`config.mk`:
```
export PLATFORM = sky130hd
export DESIGN_NAME = dataCache_flat
export DESIGN_NICKNAME = d
export VERILOG_FILES = /design/src/verilog/memPkg.sv /design/src/verilog/busIf.sv /design/src/verilog/dataCache.sv /design/src/flat_wrapper.sv
export VERILOG_INCLUDE_DIRS = /design/src /design/src/verilog
export SDC_FILE = /design/constraint.sdc
export NUM_CORES = 2
export LEC_CHECK = 0
export BUFFER_PORTS_ARGS = -buffer_cell sky130_fd_sc_hd__buf_2
export CAP_MARGIN = 20
export CORE_UTILIZATION = 35
export DETAILED_ROUTE_END_ITERATION = 6
export GPL_TIMING_DRIVEN = 0
export SYNTH_ARGS = -nofsm -noshare
export SYNTH_HDL_FRONTEND = slang
export SYNTH_SLANG_ARGS = --single-unit
```
`constraint.sdc`:
```
create_clock -name clk -period 7 [get_ports clk]
set_clock_uncertainty 0.2 [all_clocks]
set_input_delay 1.75 -clock clk [delete_from_list [all_inputs] [get_ports clk]]
set_output_delay 1.75 -clock clk [all_outputs]
set_load 0.02 [all_outputs]
```
`src/verilog/memSettings.svh`:
```
`ifndef MEM_SETTINGS_SVH
`define MEM_SETTINGS_SVH

// Cache line geometry
// Words per line, kept a power of two
// so the offset field is a clean bit slice
`define LINE_WORDS 4

// Lines in each direct-mapped cache
// Also a power of two for the index field
`define CACHE_LINES 16

// Memory model size in 32-bit words
// 1024 words cover the first 4 KB
`define MEM_WORDS 1024

// Bus timing
// Cycles from the start of a transfer to its ready
// Applies to every word of a line fill
`define MEM_LATENCY 2

`endif

```
`src/verilog/memPkg.sv`:
```
`include "memSettings.svh"

package memPkg;

  // Data word on the core side and on the bus
  typedef logic [31:0] word_t;

  // Byte address as issued by the core
  typedef logic [31:0] addr_t;

  // One enable per byte lane, bit 0 is the low byte
  typedef logic [3:0] byteMask_t;

  // Address fields below the byte offset
  // Word within a line, bits 3:2
  typedef logic [$clog2(`LINE_WORDS)-1:0] offset_t;

  // Line select, bits 7:4
  typedef logic [$clog2(`CACHE_LINES)-1:0] index_t;

  // Everything above the index
  typedef logic [29 - $clog2(`LINE_WORDS) - $clog2(`CACHE_LINES):0] tag_t;

  // Instruction cache control
  typedef enum logic {
    fsIdle,
    fsFill
  } fillState_t;

  // Data cache control, write is one bus word
  typedef enum logic [1:0] {
    dsIdle,
    dsFill,
    dsWrite
  } dataState_t;

endpackage

```
`src/verilog/busIf.sv`:
```
`timescale 1ns/10ps

interface busIf;

  // Request side, driven by the cache
  memPkg::addr_t     haddr;
  logic              hwrite;
  logic              hrequest;
  memPkg::word_t     hwdata;
  memPkg::byteMask_t hbyteMask;

  // Response side, driven by the arbiter
  logic              hready;
  memPkg::word_t     hrdata;

  // Cache end of the link
  modport master (
    output haddr, hwrite, hrequest, hwdata, hbyteMask,
    input  hready, hrdata
  );

  // Arbiter end of the link
  modport arbiter (
    input  haddr, hwrite, hrequest, hwdata, hbyteMask,
    output hready, hrdata
  );

endinterface

```
`src/verilog/dataCache.sv`:
```
`timescale 1ns/10ps
`include "memSettings.svh"

module dataCache (
  input  logic              clk,
  input  logic              reset,
  input  logic              dataEn,
  input  logic              dataWrite,
  input  memPkg::addr_t     dataAddr,
  input  memPkg::word_t     writeData,
  input  memPkg::byteMask_t byteMask,
  output memPkg::word_t     readData,
  output logic              dataStall,
  busIf.master              bus
);

  // Fields of the access address
  memPkg::tag_t    dataTag;
  memPkg::index_t  dataIndex;
  memPkg::offset_t dataOffset;

  // Line storage
  memPkg::tag_t            tagArray  [`CACHE_LINES];
  memPkg::word_t           dataArray [`CACHE_LINES * `LINE_WORDS];
  logic [`CACHE_LINES-1:0] validBits;

  // Control
  memPkg::dataState_t state;
  memPkg::offset_t    beat;
  logic               writeDone;
  logic               hit;
  logic               startFill;
  logic               startWrite;
  logic               lastBeat;

  // Captured request that drives the bus
  memPkg::tag_t      reqTag;
  memPkg::index_t    reqIndex;
  memPkg::offset_t   reqOffset;
  memPkg::word_t     reqData;
  memPkg::byteMask_t reqMask;

  assign {dataTag, dataIndex, dataOffset} = dataAddr[31:2];

  assign hit      = validBits[dataIndex] && (tagArray[dataIndex] == dataTag);
  assign readData = dataArray[{dataIndex, dataOffset}];

  // Writes always wait for the bus and reads only on a miss
  // writeDone opens the one cycle in which the core sees the write finished
  assign dataStall = dataEn && (dataWrite ? !writeDone : !hit);

  assign startFill  = (state == memPkg::dsIdle) && dataEn && !dataWrite && !hit;
  assign startWrite = (state == memPkg::dsIdle) && dataEn && dataWrite && !writeDone;
  assign lastBeat   = bus.hready && (beat == memPkg::offset_t'(`LINE_WORDS - 1));

  // State, beat counter, valid bits, write completion
  always_ff @(posedge clk) begin
    if (reset) begin
      state     <= memPkg::dsIdle;
      beat      <= '0;
      validBits <= '0;
      writeDone <= 1'b0;
    end else begin
      writeDone <= 1'b0;
      case (state)
        memPkg::dsIdle: begin
          if (startFill) begin
            state                <= memPkg::dsFill;
            beat                 <= '0;
            validBits[dataIndex] <= 1'b0;
          end else if (startWrite) begin
            state <= memPkg::dsWrite;
          end
        end
        memPkg::dsFill: begin
          if (bus.hready) begin
            beat <= beat + 1'b1;
          end
          if (lastBeat) begin
            validBits[reqIndex] <= 1'b1;
            state               <= memPkg::dsIdle;
          end
        end
        memPkg::dsWrite: begin
          // Single word with the byte merge done in the memory
          if (bus.hready) begin
            state     <= memPkg::dsIdle;
            writeDone <= 1'b1;
          end
        end
        default: state <= memPkg::dsIdle;
      endcase
    end
  end

  // Request capture, tags and words
  always_ff @(posedge clk) begin
    if (startFill || startWrite) begin
      reqTag    <= dataTag;
      reqIndex  <= dataIndex;
      reqOffset <= dataOffset;
      reqData   <= writeData;
      reqMask   <= byteMask;
    end
    if (startFill) begin
      tagArray[dataIndex] <= dataTag;
    end
    // Write hit keeps the cached copy in step with memory
    if (startWrite && hit) begin
      for (int b = 0; b < 4; b++) begin
        if (byteMask[b]) begin
          dataArray[{dataIndex, dataOffset}][8*b +: 8] <= writeData[8*b +: 8];
        end
      end
    end
    if ((state == memPkg::dsFill) && bus.hready) begin
      dataArray[{reqIndex, beat}] <= bus.hrdata;
    end
  end

  // Fill walks the line while a write uses the captured offset
  assign bus.hrequest  = (state != memPkg::dsIdle);
  assign bus.hwrite    = (state == memPkg::dsWrite);
  assign bus.haddr     = {reqTag, reqIndex,
                          (state == memPkg::dsWrite) ? reqOffset : beat, 2'b00};
  assign bus.hwdata    = reqData;
  assign bus.hbyteMask = (state == memPkg::dsWrite) ? reqMask : '1;

  // The bus answers only while this cache has a transfer open
  assert property (@(posedge clk) disable iff (reset)
    bus.hready |-> (state != memPkg::dsIdle));

endmodule

```
`src/flat_wrapper.sv`:
```
// flat-port wrapper written by rule: the top's interface ports become plain ports
module dataCache_flat 
  (clk, reset, dataEn, dataWrite, dataAddr, writeData, byteMask, readData, dataStall, bus_haddr, bus_hwrite, bus_hrequest, bus_hwdata, bus_hbyteMask, bus_hready, bus_hrdata);
  busIf bus_i ();
  input  logic clk;
  input  logic reset;
  input  logic dataEn;
  input  logic dataWrite;
  input  memPkg::addr_t dataAddr;
  input  memPkg::word_t writeData;
  input  memPkg::byteMask_t byteMask;
  output memPkg::word_t readData;
  output logic dataStall;
  output wire logic [$bits(bus_i.haddr)-1:0] bus_haddr;
  output wire logic [$bits(bus_i.hwrite)-1:0] bus_hwrite;
  output wire logic [$bits(bus_i.hrequest)-1:0] bus_hrequest;
  output wire logic [$bits(bus_i.hwdata)-1:0] bus_hwdata;
  output wire logic [$bits(bus_i.hbyteMask)-1:0] bus_hbyteMask;
  input wire logic [$bits(bus_i.hready)-1:0] bus_hready;
  input wire logic [$bits(bus_i.hrdata)-1:0] bus_hrdata;
  assign bus_haddr = bus_i.haddr;
  assign bus_hwrite = bus_i.hwrite;
  assign bus_hrequest = bus_i.hrequest;
  assign bus_hwdata = bus_i.hwdata;
  assign bus_hbyteMask = bus_i.hbyteMask;
  assign bus_i.hready = bus_hready;
  assign bus_i.hrdata = bus_hrdata;
  dataCache u_core (.clk(clk), .reset(reset), .dataEn(dataEn), .dataWrite(dataWrite), .dataAddr(dataAddr), .writeData(writeData), .byteMask(byteMask), .readData(readData), .dataStall(dataStall), .bus(bus_i));
endmodule
```
==> flow_summary.json <==
{
  "timing_worst_slew_pin_value_ps": 1300,
  "clk_path_buf_depth": 4,
  "synth_to_layout_area_growth_pct": 19.6,
  "clk_pin_slew_ps": 60,
  "initial_core_util_pct": 35.2,
  "worst_r2r_path_cells": 7,
  "fin_setup_tns_ps": -335,
  "met3_wirelength_um": 51200,
  "outcome": "finished with violations",
  "worst_r2r_startpoint": "u_core.state[0]$_SDFFE_PP0P_",
  "ioPinCount": 208,
  "final_layout_size_suffix_gt1_share_pct": 36.8,
  "maxcap_viol_count": 0,
  "cp_data_required_time_ps": 5050,
  "gpl.final_weighted_congestion": 0.991,
  "dp_slack_ps": -2720,
  "worst_path_largest_cell_delay_ps": 480,
  "groute.usage.overall_pct": 25.2,
  "vdd.ir_drop.worst_mv": 0.207,
  "route.layer.met1.wl_um": 130000,
  "finalNetCount": 5312,
  "rsz0062_at_grt": "yes",
  "timing.final.crit_period_ps": 7100,
  "synth_area_leaders": "sky130_fd_sc_hd__edfxtp_1 (76%), sky130_fd_sc_hd__mux4_2 (15%), sky130_fd_sc_hd__mux2i_1 (0.98%), sky130_fd_sc_hd__nor3_2 (0.70%), sky130_fd_sc_hd__nand2_1 (0.63%)",
  "timing.fmax_ghz": 0.141,
  "synth_sequential_area_ratio_pct": 76.6,
  "place_hpwl_um": 247000,
  "synth_top_family_by_area": "multiplexers",
  "critical_path_cell_count": 11,
  "maximum_level_of_the_cts_h_tree": 5,
  "timing.critical_path.arrival_ps": 5150,
  "setup.worst_path.start_class": "input port",
  "cp_cell_sequence": "buf_2, clkbuf_1, clkbuf_8, clkbuf_8, buf_4, mux4_2, mux2i_1, nor2_1, a21oi_1, o221ai_2, buf_2",
  "cellPowerDensity_nw_per_um2": 287,
  "antenna_violations_before_repair": 28,
  "pin_count_of_the_biggest_net_entering_global_routing": 61,
  "route.final.wire_length_um": 364000,
  "tritoncts": "done",
  "clkSinkCount": 2519,
  "core_area_sq_um": 280000,
  "r2r_slack_ps": 1910,
  "hold_fix_buffers_at_cts": 0,
  "routed-via-count": 55900,
  "yosysWarningCount": 0,
  "grt_first_pass_wirelength_um": 476000,
  "period_share_pct": 101,
  "worst_setup_path_startpoint": "dataAddr[3]",
  "proportion_of_synthesized_flip_flops_having_asynchronous_set_or_reset_pct": 0,
  "drt_iter0_drc": 9692,
  "antenna_left": 0,
  "die_w_um": 532,
  "worst_skew_pair.late_latency_ps": 880,
  "worst_path_dominant_cell_family": "buffers and inverters",
  "max_slew_violation_total_from_the_final_report": 0,
  "numCtsBuffers": 274,
  "synth_xor_xnor_area_share_pct": 0.267,
  "final-hold-violation-count": 0,
  "end_kind": "primary output",
  "clock_tree.root_cell": "sky130_fd_sc_hd__clkbuf_16",
  "overflow": 0,
  "grt_pass1_vias": 52700,
  "synth.most_common_cell": "sky130_fd_sc_hd__edfxtp_1",
  "layoutNonFillerInstCount": 9165,
  "synthesis.area_sq_um": 98400,
  "finalSetupViolations": 8,
  "reg2reg_to": "u_core.dataArray[42][4]$_DFFE_PP_",
  "postSynthAreaPerCell_sq_um": 21.8,
  "top_cells_by_count_synth": "sky130_fd_sc_hd__edfxtp_1 (2498), sky130_fd_sc_hd__mux4_2 (664), sky130_fd_sc_hd__nand2_1 (165)",
  "highest-signal-layer": "met5",
  "critical_path_buf_inv_count": 6,
  "final_critical_path_setup_slack_ps": -99.3,
  "path_max_fanout": 10,
  "postSynthRegisterBits": 2519,
  "p_leak_nw": 37.1,
  "synth_compound_gate_area_share_pct": 1.92,
  "synth-edff-count": 2498,
  "chipHeight_um": 532,
  "min-delay-path-class": "reg2reg",
  "buffer_ports.inserted": 203,
  "routed-wl-met2_um": 156000,
  "critical_path.endpoint": "readData[4]",
  "finalInstanceArea_sq_um": 118000,
  "place_area_sq_um": 107000,
  "violations": "DRC, setup timing",
  "netlist-cell-type-count": 77,
  "synthDominantCellAreaShare_pct": 76.2,
  "synthSimpleGateAreaFrac_pct": 3.27,
  "post_synth_mux_area_share_pct": 16.5,
  "yosys.area_share.adder_pct": 0.0127,
  "synth-main-ff-cell": "sky130_fd_sc_hd__edfxtp_1",
  "critical-path-slowest-cell": "sky130_fd_sc_hd__buf_4",
  "routed_wire_length_per_instance_um": 39.7,
  "drt_first_pass_iters": 7,
  "fp-row-count": 194,
  "synth_area_leader_cell": "sky130_fd_sc_hd__edfxtp_1",
  "avgViaCountPerCell": 6.10,
  "critical_path_class": "in2out",
  "placedCellCount": 8636,
  "slew_headroom_pct": 13.6,
  "fp.dieArea_sq_um": 283000,
  "synthCells": 4509,
  "post-route-drc-count": 82
}
worst register-to-register path, cell delays in order, from the launching register on:
cell and delay, ps:
sky130_fd_sc_hd__dfxtp_1 320, sky130_fd_sc_hd__nor2b_1 160, sky130_fd_sc_hd__nand2_1 340, sky130_fd_sc_hd__clkbuf_2 780
sky130_fd_sc_hd__nand3b_1 160, sky130_fd_sc_hd__o31ai_1 330, sky130_fd_sc_hd__nand4_1 1140, sky130_fd_sc_hd__nor2_1 1270
routing by layer:
layer,global-route usage (%),vias up
li1,-,20500
met1,32.3,29700
met2,36.4,4646
met3,9.03,978
met4,15.8,18
met5,0,-
stage by stage:
stage / total power [mW] / hold slack, ps / utilization [%]
after floorplan: 18.2 / 289 / -
after global placement: 19.4 / 311 / 37.2
after detailed placement: 19.5 / 311 / 38.4
after CTS: 33.7 / 330 / 42.0
after global routing: 34.3 / 361 / 42.1
final: 33.8 / 331 / 42.1
worst min path at each step:
stage	to	depth (start not counted)	slack [ps]	startpoint
after floorplan	u_core.validBits[10]$_SDFFE_PP0P_	2	290	u_core.validBits[10]$_SDFFE_PP0P_
after global placement	u_core.validBits[10]$_SDFFE_PP0P_	2	310	u_core.validBits[10]$_SDFFE_PP0P_
after detailed placement	u_core.validBits[12]$_SDFFE_PP0P_	2	310	u_core.validBits[12]$_SDFFE_PP0P_
after CTS	u_core.validBits[10]$_SDFFE_PP0P_	2	330	u_core.validBits[10]$_SDFFE_PP0P_
after global routing	u_core.validBits[14]$_SDFFE_PP0P_	2	360	u_core.validBits[14]$_SDFFE_PP0P_
final	u_core.validBits[10]$_SDFFE_PP0P_	2	330	u_core.validBits[10]$_SDFFE_PP0P_
logic make-up (layout without fill, tap and decap cells):
logic type	count (synthesis)	count (layout)
DFF	2519	2519
muxes	785	785
and+or+nand+nor	623	623
buffers and inverters	294	1198
AOI/OAI and AO/OA	256	256
xor gates and xnor gates	30	30
adders and majority gates	1	1
other	1	29
report_power, final:
group          internal [mW]  switching (mW)  leakage, nW
Clock                   8.24            6.20         4.29
Sequential              16.8          0.0231         22.7
Combinational          0.783            1.79         10.1
what timing repair did:
action | in CTS | in global routing
pin swaps | 10 | 7
setup endpoints to repair | 196 | 12
buffers inserted | 6 | 16
gates resized for setup | 316 | 40
sequential cells by signal, indices dropped and copies added, names as in the netlist:
signal,count
u_core.bus.hwdata,32
u_core.tagArray,384
u_core.reqIndex,4
u_core.state,2
u_core.reqOffset,2
u_core.beat,2
u_core.reqTag,24
u_core.dataArray,2048
u_core.reqMask,4
u_core.validBits,16
u_core.writeDone,1
layout make-up:
class,instances,area (sq um)
plain buffers,265,2380
diodes,27,67.6
well taps,3724,4660
flip-flops and latches,2519,75400
fillers,24200,162000
inverters,19,71.3
multi-input cells,1697,22300
clock buffers,332,7230
clock inverters,152,1580
repair buffers,430,3970
cells in the final DEF (no fill, tap or decap), drive strengths merged, types with 28 or more instances in the layout:
cell,netlist,routed
a21oi,42,42
a22oi,78,78
buf,156,584
clkbuf,119,443
clkinv,0,112
edfxtp,2498,2498
inv,19,28
mux2i,96,96
mux4,664,664
nand2,165,165
nand3,40,40
nor2,148,148
nor3,187,187
Power figures use the tool's default switching activity.
