`src/verilog/memSettings.svh`:
```
`ifndef MEM_SETTINGS_SVH
`define MEM_SETTINGS_SVH

// Cache line geometry
// Words per line, kept a power of two
// so the offset field is a clean bit slice
`define LINE_WORDS 4

// Lines in each direct-mapped cache
// Also a power of two for the index field
`define CACHE_LINES 16

// Memory model size in 32-bit words
// 1024 words cover the first 4 KB
`define MEM_WORDS 1024

// Bus timing
// Cycles from the start of a transfer to its ready
// Applies to every word of a line fill
`define MEM_LATENCY 2

`endif

```
`src/verilog/memPkg.sv`:
```
`include "memSettings.svh"

package memPkg;

  // Data word on the core side and on the bus
  typedef logic [31:0] word_t;

  // Byte address as issued by the core
  typedef logic [31:0] addr_t;

  // One enable per byte lane, bit 0 is the low byte
  typedef logic [3:0] byteMask_t;

  // Address fields below the byte offset
  // Word within a line, bits 3:2
  typedef logic [$clog2(`LINE_WORDS)-1:0] offset_t;

  // Line select, bits 7:4
  typedef logic [$clog2(`CACHE_LINES)-1:0] index_t;

  // Everything above the index
  typedef logic [29 - $clog2(`LINE_WORDS) - $clog2(`CACHE_LINES):0] tag_t;

  // Instruction cache control
  typedef enum logic {
    fsIdle,
    fsFill
  } fillState_t;

  // Data cache control, write is one bus word
  typedef enum logic [1:0] {
    dsIdle,
    dsFill,
    dsWrite
  } dataState_t;

endpackage

```
`src/verilog/busIf.sv`:
```
`timescale 1ns/10ps

interface busIf;

  // Request side, driven by the cache
  memPkg::addr_t     haddr;
  logic              hwrite;
  logic              hrequest;
  memPkg::word_t     hwdata;
  memPkg::byteMask_t hbyteMask;

  // Response side, driven by the arbiter
  logic              hready;
  memPkg::word_t     hrdata;

  // Cache end of the link
  modport master (
    output haddr, hwrite, hrequest, hwdata, hbyteMask,
    input  hready, hrdata
  );

  // Arbiter end of the link
  modport arbiter (
    input  haddr, hwrite, hrequest, hwdata, hbyteMask,
    output hready, hrdata
  );

endinterface

```
`src/verilog/ahbArbiter.sv`:
```
`timescale 1ns/10ps

module ahbArbiter (
  input  logic              clk,
  input  logic              reset,
  busIf.arbiter             fetchBus,
  busIf.arbiter             dataBus,
  output memPkg::addr_t     memAddr,
  output logic              memWrite,
  output logic              memRequest,
  output memPkg::word_t     memWData,
  output memPkg::byteMask_t memByteMask,
  input  logic              memReady,
  input  memPkg::word_t     memRData
);

  // Bus was in use last cycle
  logic locked;
  // Registered owner where 1 means the data side
  logic ownerData;
  logic ownerReq;
  logic grantData;

  assign ownerReq = ownerData ? dataBus.hrequest : fetchBus.hrequest;

  // Owner keeps the bus while it requests and the data side wins otherwise
  always_comb begin
    if (locked && ownerReq) begin
      grantData = ownerData;
    end else if (dataBus.hrequest) begin
      grantData = 1'b1;
    end else if (fetchBus.hrequest) begin
      grantData = 1'b0;
    end else begin
      grantData = ownerData;
    end
  end

  always_ff @(posedge clk) begin
    if (reset) begin
      locked    <= 1'b0;
      ownerData <= 1'b0;
    end else begin
      locked    <= memRequest;
      ownerData <= grantData;
    end
  end

  // Request path to memory
  assign memRequest  = grantData ? dataBus.hrequest  : fetchBus.hrequest;
  assign memAddr     = grantData ? dataBus.haddr     : fetchBus.haddr;
  assign memWrite    = grantData ? dataBus.hwrite    : fetchBus.hwrite;
  assign memWData    = grantData ? dataBus.hwdata    : fetchBus.hwdata;
  assign memByteMask = grantData ? dataBus.hbyteMask : fetchBus.hbyteMask;

  // Losing side simply sees no ready
  assign fetchBus.hready = memReady && !grantData;
  assign dataBus.hready  = memReady && grantData;
  assign fetchBus.hrdata = memRData;
  assign dataBus.hrdata  = memRData;

  // Ready only reaches the master that still owns the word in flight
  assert property (@(posedge clk) disable iff (reset)
    memReady |-> memRequest && (grantData == ownerData));

endmodule

```
`src/flat_wrapper.sv`:
```
// flat-port wrapper written by rule: the top's interface ports become plain ports
module ahbArbiter_flat 
  (clk, reset, memAddr, memWrite, memRequest, memWData, memByteMask, memReady, memRData, fetchBus_haddr, fetchBus_hwrite, fetchBus_hrequest, fetchBus_hwdata, fetchBus_hbyteMask, fetchBus_hready, fetchBus_hrdata, dataBus_haddr, dataBus_hwrite, dataBus_hrequest, dataBus_hwdata, dataBus_hbyteMask, dataBus_hready, dataBus_hrdata);
  busIf fetchBus_i ();
  busIf dataBus_i ();
  input  logic clk;
  input  logic reset;
  output memPkg::addr_t memAddr;
  output logic memWrite;
  output logic memRequest;
  output memPkg::word_t memWData;
  output memPkg::byteMask_t memByteMask;
  input  logic memReady;
  input  memPkg::word_t memRData;
  input wire logic [$bits(fetchBus_i.haddr)-1:0] fetchBus_haddr;
  input wire logic [$bits(fetchBus_i.hwrite)-1:0] fetchBus_hwrite;
  input wire logic [$bits(fetchBus_i.hrequest)-1:0] fetchBus_hrequest;
  input wire logic [$bits(fetchBus_i.hwdata)-1:0] fetchBus_hwdata;
  input wire logic [$bits(fetchBus_i.hbyteMask)-1:0] fetchBus_hbyteMask;
  output wire logic [$bits(fetchBus_i.hready)-1:0] fetchBus_hready;
  output wire logic [$bits(fetchBus_i.hrdata)-1:0] fetchBus_hrdata;
  input wire logic [$bits(dataBus_i.haddr)-1:0] dataBus_haddr;
  input wire logic [$bits(dataBus_i.hwrite)-1:0] dataBus_hwrite;
  input wire logic [$bits(dataBus_i.hrequest)-1:0] dataBus_hrequest;
  input wire logic [$bits(dataBus_i.hwdata)-1:0] dataBus_hwdata;
  input wire logic [$bits(dataBus_i.hbyteMask)-1:0] dataBus_hbyteMask;
  output wire logic [$bits(dataBus_i.hready)-1:0] dataBus_hready;
  output wire logic [$bits(dataBus_i.hrdata)-1:0] dataBus_hrdata;
  assign fetchBus_i.haddr = fetchBus_haddr;
  assign fetchBus_i.hwrite = fetchBus_hwrite;
  assign fetchBus_i.hrequest = fetchBus_hrequest;
  assign fetchBus_i.hwdata = fetchBus_hwdata;
  assign fetchBus_i.hbyteMask = fetchBus_hbyteMask;
  assign fetchBus_hready = fetchBus_i.hready;
  assign fetchBus_hrdata = fetchBus_i.hrdata;
  assign dataBus_i.haddr = dataBus_haddr;
  assign dataBus_i.hwrite = dataBus_hwrite;
  assign dataBus_i.hrequest = dataBus_hrequest;
  assign dataBus_i.hwdata = dataBus_hwdata;
  assign dataBus_i.hbyteMask = dataBus_hbyteMask;
  assign dataBus_hready = dataBus_i.hready;
  assign dataBus_hrdata = dataBus_i.hrdata;
  ahbArbiter u_core (.clk(clk), .reset(reset), .fetchBus(fetchBus_i), .dataBus(dataBus_i), .memAddr(memAddr), .memWrite(memWrite), .memRequest(memRequest), .memWData(memWData), .memByteMask(memByteMask), .memReady(memReady), .memRData(memRData));
endmodule
```
`config.mk`:
```
export PLATFORM = sky130hd
export DESIGN_NAME = ahbArbiter_flat
export DESIGN_NICKNAME = d
export VERILOG_FILES = /design/src/verilog/memPkg.sv /design/src/verilog/busIf.sv /design/src/verilog/ahbArbiter.sv /design/src/flat_wrapper.sv
export VERILOG_INCLUDE_DIRS = /design/src /design/src/verilog
export SDC_FILE = /design/constraint.sdc
export NUM_CORES = 1
export LEC_CHECK = 0
export ABC_AREA = 0
export BUFFER_PORTS_ARGS = -buffer_cell sky130_fd_sc_hd__buf_2
export CAP_MARGIN = 20
export CORE_AREA = 2 2 120 122
export CTS_BUF_LIST = sky130_fd_sc_hd__clkbuf_4 sky130_fd_sc_hd__clkbuf_8 sky130_fd_sc_hd__clkbuf_16
export DETAILED_ROUTE_END_ITERATION = 10
export DIE_AREA = 0 0 122 124
export GPL_ROUTABILITY_DRIVEN = 0
export SYNTH_ARGS = -nofsm -noshare
export SYNTH_HDL_FRONTEND = slang
export SYNTH_SLANG_ARGS = --single-unit
export TNS_END_PERCENT = 50
```
`constraint.sdc`:
```
create_clock -name clk -period 2.4 [get_ports clk]
set_input_delay 0.36 -clock clk [delete_from_list [all_inputs] [get_ports clk]]
set_output_delay 0.36 -clock clk [all_outputs]
set_load 0.01 [all_outputs]
```
==> results of run 1 <==
## Yosys cell counts
master     count
a2bb2oi_4      1
buf_4         64
nor2b_1        2
nand2b_1       1
dfxtp_1        2
mux2_2        42
or2_2          1
nor2_1         1
buf_6          7
and2_1         1
mux2_1        27
nor2_2         1
## power by group
part / internal, mW / switching (mW) / leakage, nW
Sequential: 0.0360 / 0.000982 / 0.0168
Clock: 0.212 / 0.0355 / 0.0370
Combinational: 0.276 / 0.212 / 1.15
## routing by layer
layer | track usage | wire length, um
met4 | 0.01724 | 77
met2 | 0.1009 | 2625
met5 | 0 | 0
met1 | 0.05595 | 1708
met3 | 0.02015 | 623
## worst max-delay path, stage by stage (launching register included)
cell and delay (ns):
dfxtp_1 0.30, nand2b_1 0.17, a2bb2oi_4 0.19, buf_12 0.26
mux2_2 0.38, buf_2 0.14
## logic make-up after synthesis
logic type,share of synthesized area
buf+inv,0.3874
mux,0.5381
simple gates,0.02860
flops,0.02773
compound gates,0.01820
## area by class of cell
cell class | instances | share of cell area
sequential | 2 | 0.01753
timing repair buffer | 216 | 0.4811
clock buffer | 3 | 0.03288
multi-input combinational | 77 | 0.3699
tap | 180 | 0.09863
## state kept, by name, summed over array words and instances (netlist names)
| name | cells |
|---|---|
| u_core.locked | 1 |
| u_core.ownerData | 1 |
## final timing paths
| check | from | endpoint | slack, ns | cells past startpoint |
|---|---|---|---|---|
| hold / removal | reset | u_core.locked$_SDFF_PP0_ | 0.32 | 2 |
| setup / recovery | u_core.ownerData$_SDFF_PP0_ | memWData[17] | 0.32 | 5 |
| hold reg to reg | u_core.locked$_SDFF_PP0_ | u_core.ownerData$_SDFF_PP0_ | 0.84 | 4 |
| setup reg to reg | u_core.ownerData$_SDFF_PP0_ | u_core.ownerData$_SDFF_PP0_ | 1.26 | 4 |
==> results.json, run 1 <==
{
  "status": "finished clean",
  "floorplan.initialDensity": 0.1052,
  "hold_path.class": "in2reg",
  "post-route-drc-count": 0,
  "die_area_um2": 15130,
  "ys_seq_area_frac": 0.02773,
  "ctsHoldBuffers": 0,
  "post-synth-top-area-cell": "buf_4",
  "die_h_um": 124,
  "htreeDepth": 1,
  "grt_max_degree": 53,
  "place_inst": 475,
  "powerDensity_nw_per_um2": 338.3,
  "regArea_um2": 40.04,
  "fin_crit_ns": 2.081,
  "place_ws_ns": 0.3779,
  "grt_use_total": 0.05408,
  "fin_setup_tns_ns": 0,
  "finalSetupViolCount": 0,
  "wl_per_cell_um": 10.53,
  "synth.yosys.warnings": 0,
  "ir_worst_vdd_v": 0.00009925,
  "fin_total_pwr_mw": 0.7725,
  "ys_types": 12,
  "cts_resized": 0,
  "area_delta_synth_final_pct": 58.15,
  "antenna_found_initial": 0,
  "row_count": 43,
  "final_antenna_net_count": 0,
  "drv_slew": 0,
  "synthCells": 150,
  "drt_first_iter_violations": 30,
  "fin_area_um2": 2283,
  "synth-seq-cells": 2,
  "cts_buffer_depth": 2,
  "grt_first_pass_wirelength_um": 6499,
  "layout_setup_ws_ns": 0.3195,
  "fmax_ghz": 0.4806,
  "mostFrequentLayoutCell": "buf_2",
  "hold_ws_ns": 0.3175,
  "finalHoldViolCount": 0,
  "syn_area_um2": 1444,
  "relSlewSlack": 0.8057,
  "utilization": 0.1664,
  "cp-start-kind": "register",
  "clock_latency_ns": 0.22,
  "min_period_over_period": 0.8669,
  "dieWidth_um": 122,
  "yosysTopAreaCellShare": 0.3328,
  "fillers": 1567,
  "port_buffers": 214,
  "cts_buffers": 3,
  "drt_wl_total_um": 5034,
  "viasPerCell": 3.230,
  "core_um2": 13720,
  "crit_path_max_fanout": 52,
  "synth_area_leaders": "buf_4, mux2_2, mux2_1, buf_6, dfxtp_1",
  "drv_cap": 0,
  "criticalPathCategory": "reg2out",
  "skew_ns": 0.001994,
  "cts_tree": "built",
  "dr.pass1.iters": 4,
  "finalNetCount": 475,
  "p_leak_nw": 1.204,
  "place_area_um2": 2208,
  "diodes": 0,
  "clkSinkCount": 2,
  "post-cts-setup-buffers": 0,
  "multi_input_area_um2": 844.6,
  "layout_common_cells": "buf_2, mux2_2, mux2_1, clkbuf_16",
  "hpwl_um": 4544,
  "cp-end-kind": "output port",
  "clk_pin_slew_ns": 0.03,
  "cp.arrival_ns": 1.72,
  "final_layout_size_suffix_gt1_frac": 0.8859,
  "root_buffer": "clkbuf_16",
  "required_ns": 2.04,
  "rsz0062_at_grt": "false",
  "syn_nets": 325,
  "syn_area_per_cell_um2": 9.626,
  "gr-total-overflow": 0,
  "via_count": 1544,
  "io_pins": 311,
  "grt_pass1_vias": 1443,
  "finalNonFillerCells": 478,
  "worst_pin_slew_ns": 0.2915
}
Note: power is estimated with default switching activity, not from simulation.
==> inputs of run 2 (changes only) <==
CELL_PAD_IN_SITES_DETAIL_PLACEMENT = 1   (was default)
CELL_PAD_IN_SITES_GLOBAL_PLACEMENT = 1   (was default)
CORE_AREA = 2 2 121 123   (was 2 2 120 122)
DIE_AREA = 0 0 123 125   (was 0 0 122 124)
GPL_TIMING_DRIVEN = 0   (was default)
PLACE_DENSITY_LB_ADDON = 0.1   (was default)
==> results.json, run 2 (synthesis gave the netlist of run 1 again) <==
{
  "status": "finished clean",
  "regArea_um2": 40.04,
  "clkSinkCount": 2,
  "hpwl_um": 6883,
  "cpMaxStageDelayCell": "a2bb2oi_4",
  "place_ws_ns": 0.1642,
  "antenna_found_initial": 0,
  "cp.arrival_ns": 1.85,
  "clock_latency_ns": 0.22,
  "grt_pass1_vias": 2185,
  "layout_common_cells": "buf_2, buf_4, mux2_2, mux2_1, buf_6",
  "layout_setup_ws_ns": 0.1941,
  "diodes": 0,
  "io_pins": 311,
  "hold_path.class": "in2reg",
  "fin_area_um2": 3141,
  "drt_first_iter_violations": 10,
  "cts_tree": "built",
  "cts_resized": 0,
  "required_ns": 2.04,
  "finalHoldViolCount": 0,
  "floorplan.initialDensity": 0.1017,
  "die_h_um": 125,
  "viasPerCell": 3.439,
  "grt_first_pass_wirelength_um": 10420,
  "utilization": 0.2211,
  "mostFrequentLayoutCell": "buf_2",
  "wl_per_cell_um": 12.17,
  "p_leak_nw": 1.792,
  "powerDensity_nw_per_um2": 304.2,
  "cts_buffer_depth": 2,
  "row_count": 44,
  "ctsHoldBuffers": 0,
  "dieWidth_um": 123,
  "rsz0062_at_grt": "false",
  "fillers": 1795,
  "drv_slew": 0,
  "fin_crit_ns": 2.206,
  "finalSetupViolCount": 0,
  "ir_worst_vdd_v": 0.0001071,
  "core_um2": 14200,
  "cp_cell_sequence": "nand2b_1 -> a2bb2oi_4 -> buf_6 -> mux2_1 -> buf_2",
  "die_area_um2": 15380,
  "final_layout_size_suffix_gt1_frac": 0.9211,
  "relSlewSlack": 0.6869,
  "final_antenna_net_count": 0,
  "critPathMaxStageDelay_ns": 0.41,
  "via_count": 2115,
  "drv_cap": 0,
  "root_buffer": "clkbuf_16",
  "min_period_over_period": 0.9191,
  "post-route-drc-count": 0,
  "finalNetCount": 608,
  "fmax_ghz": 0.4533,
  "cp_top_family": "compound AO/OA/AOI/OAI gates",
  "dr.pass1.iters": 3,
  "worst-path-buf-inv": 2,
  "multi_input_area_um2": 844.6,
  "cp-end-kind": "output port",
  "clk_pin_slew_ns": 0.03,
  "cts_buffers": 3,
  "fin_setup_tns_ns": 0,
  "grt_use_total": 0.08562,
  "drt_wl_total_um": 7487,
  "area_delta_synth_final_pct": 117.5,
  "place_area_um2": 3065,
  "largestRegisters": "u_core.locked x1, u_core.ownerData x1",
  "post-cts-setup-buffers": 0,
  "grt_max_degree": 11,
  "criticalPathCategory": "reg2out",
  "gr-total-overflow": 0,
  "worst_pin_slew_ns": 0.4681,
  "port_buffers": 278,
  "htreeDepth": 1,
  "cp-start-kind": "register",
  "skew_ns": 0.001506,
  "crit_path_max_fanout": 10
}
==> run 2: cell count changes in the layout (fill, tap and decap cells not counted) <==
cell and delta:
buf_12 -1, buf_4 +63, buf_2 +64, buf_6 +7
==> run 2: metal layers <==
metal	GRT usage	wire length, um	up-vias	share of wire
met5	0	0	-	0
met4	0.01872	70	0	0.0093
met3	0.02600	1137	4	0.15
met2	0.1898	4280	170	0.57
met1	0.06804	1998	927	0.27
li1	-	-	1014	-
==> run 2: worst register-to-register path, cell delays in order, from the launching register on <==
cell       delay, ns
dfxtp_1         0.31
nand2b_1        0.17
a2bb2oi_4       0.41
buf_6           0.22
nor2_1          0.05
==> run 2: final timing paths <==
| check | startpoint | to | slack, ns | depth (start not counted) |
|---|---|---|---|---|
| worst max-delay path | u_core.ownerData$_SDFF_PP0_ | memWData[26] | 0.19 | 5 |
| worst min-delay path | reset | u_core.locked$_SDFF_PP0_ | 0.33 | 2 |
| worst max register to register | u_core.ownerData$_SDFF_PP0_ | u_core.ownerData$_SDFF_PP0_ | 1.12 | 4 |
| worst min register to register | u_core.locked$_SDFF_PP0_ | u_core.ownerData$_SDFF_PP0_ | 0.84 | 4 |
==> run 2: cell type report <==
| cell class | instances | share of cell area |
|---|---|---|
| plain buffers | 71 | 0.1781 |
| clock buffers | 3 | 0.02390 |
| well taps | 184 | 0.07331 |
| multi-input cells | 77 | 0.2689 |
| repair buffers | 278 | 0.4430 |
| flip-flops and latches | 2 | 0.01275 |
==> run 2: through the flow <==
stage	instances	hold WS [ns]	power, mW
after floorplan	150	0.4316	0.4133
after global placement	612	0.5394	0.7221
after detailed placement	612	0.5524	0.7229
after CTS	615	0.3219	0.9786
after global routing	615	0.3336	1.026
final	615	0.3254	0.9552
==> run 2: report_power, final <==
part / total (mW) / internal (mW) / switching, mW
clock: 0.247 / 0.212 / 0.0349
sequential: 0.0372 / 0.0360 / 0.00118
combinational: 0.671 / 0.390 / 0.281
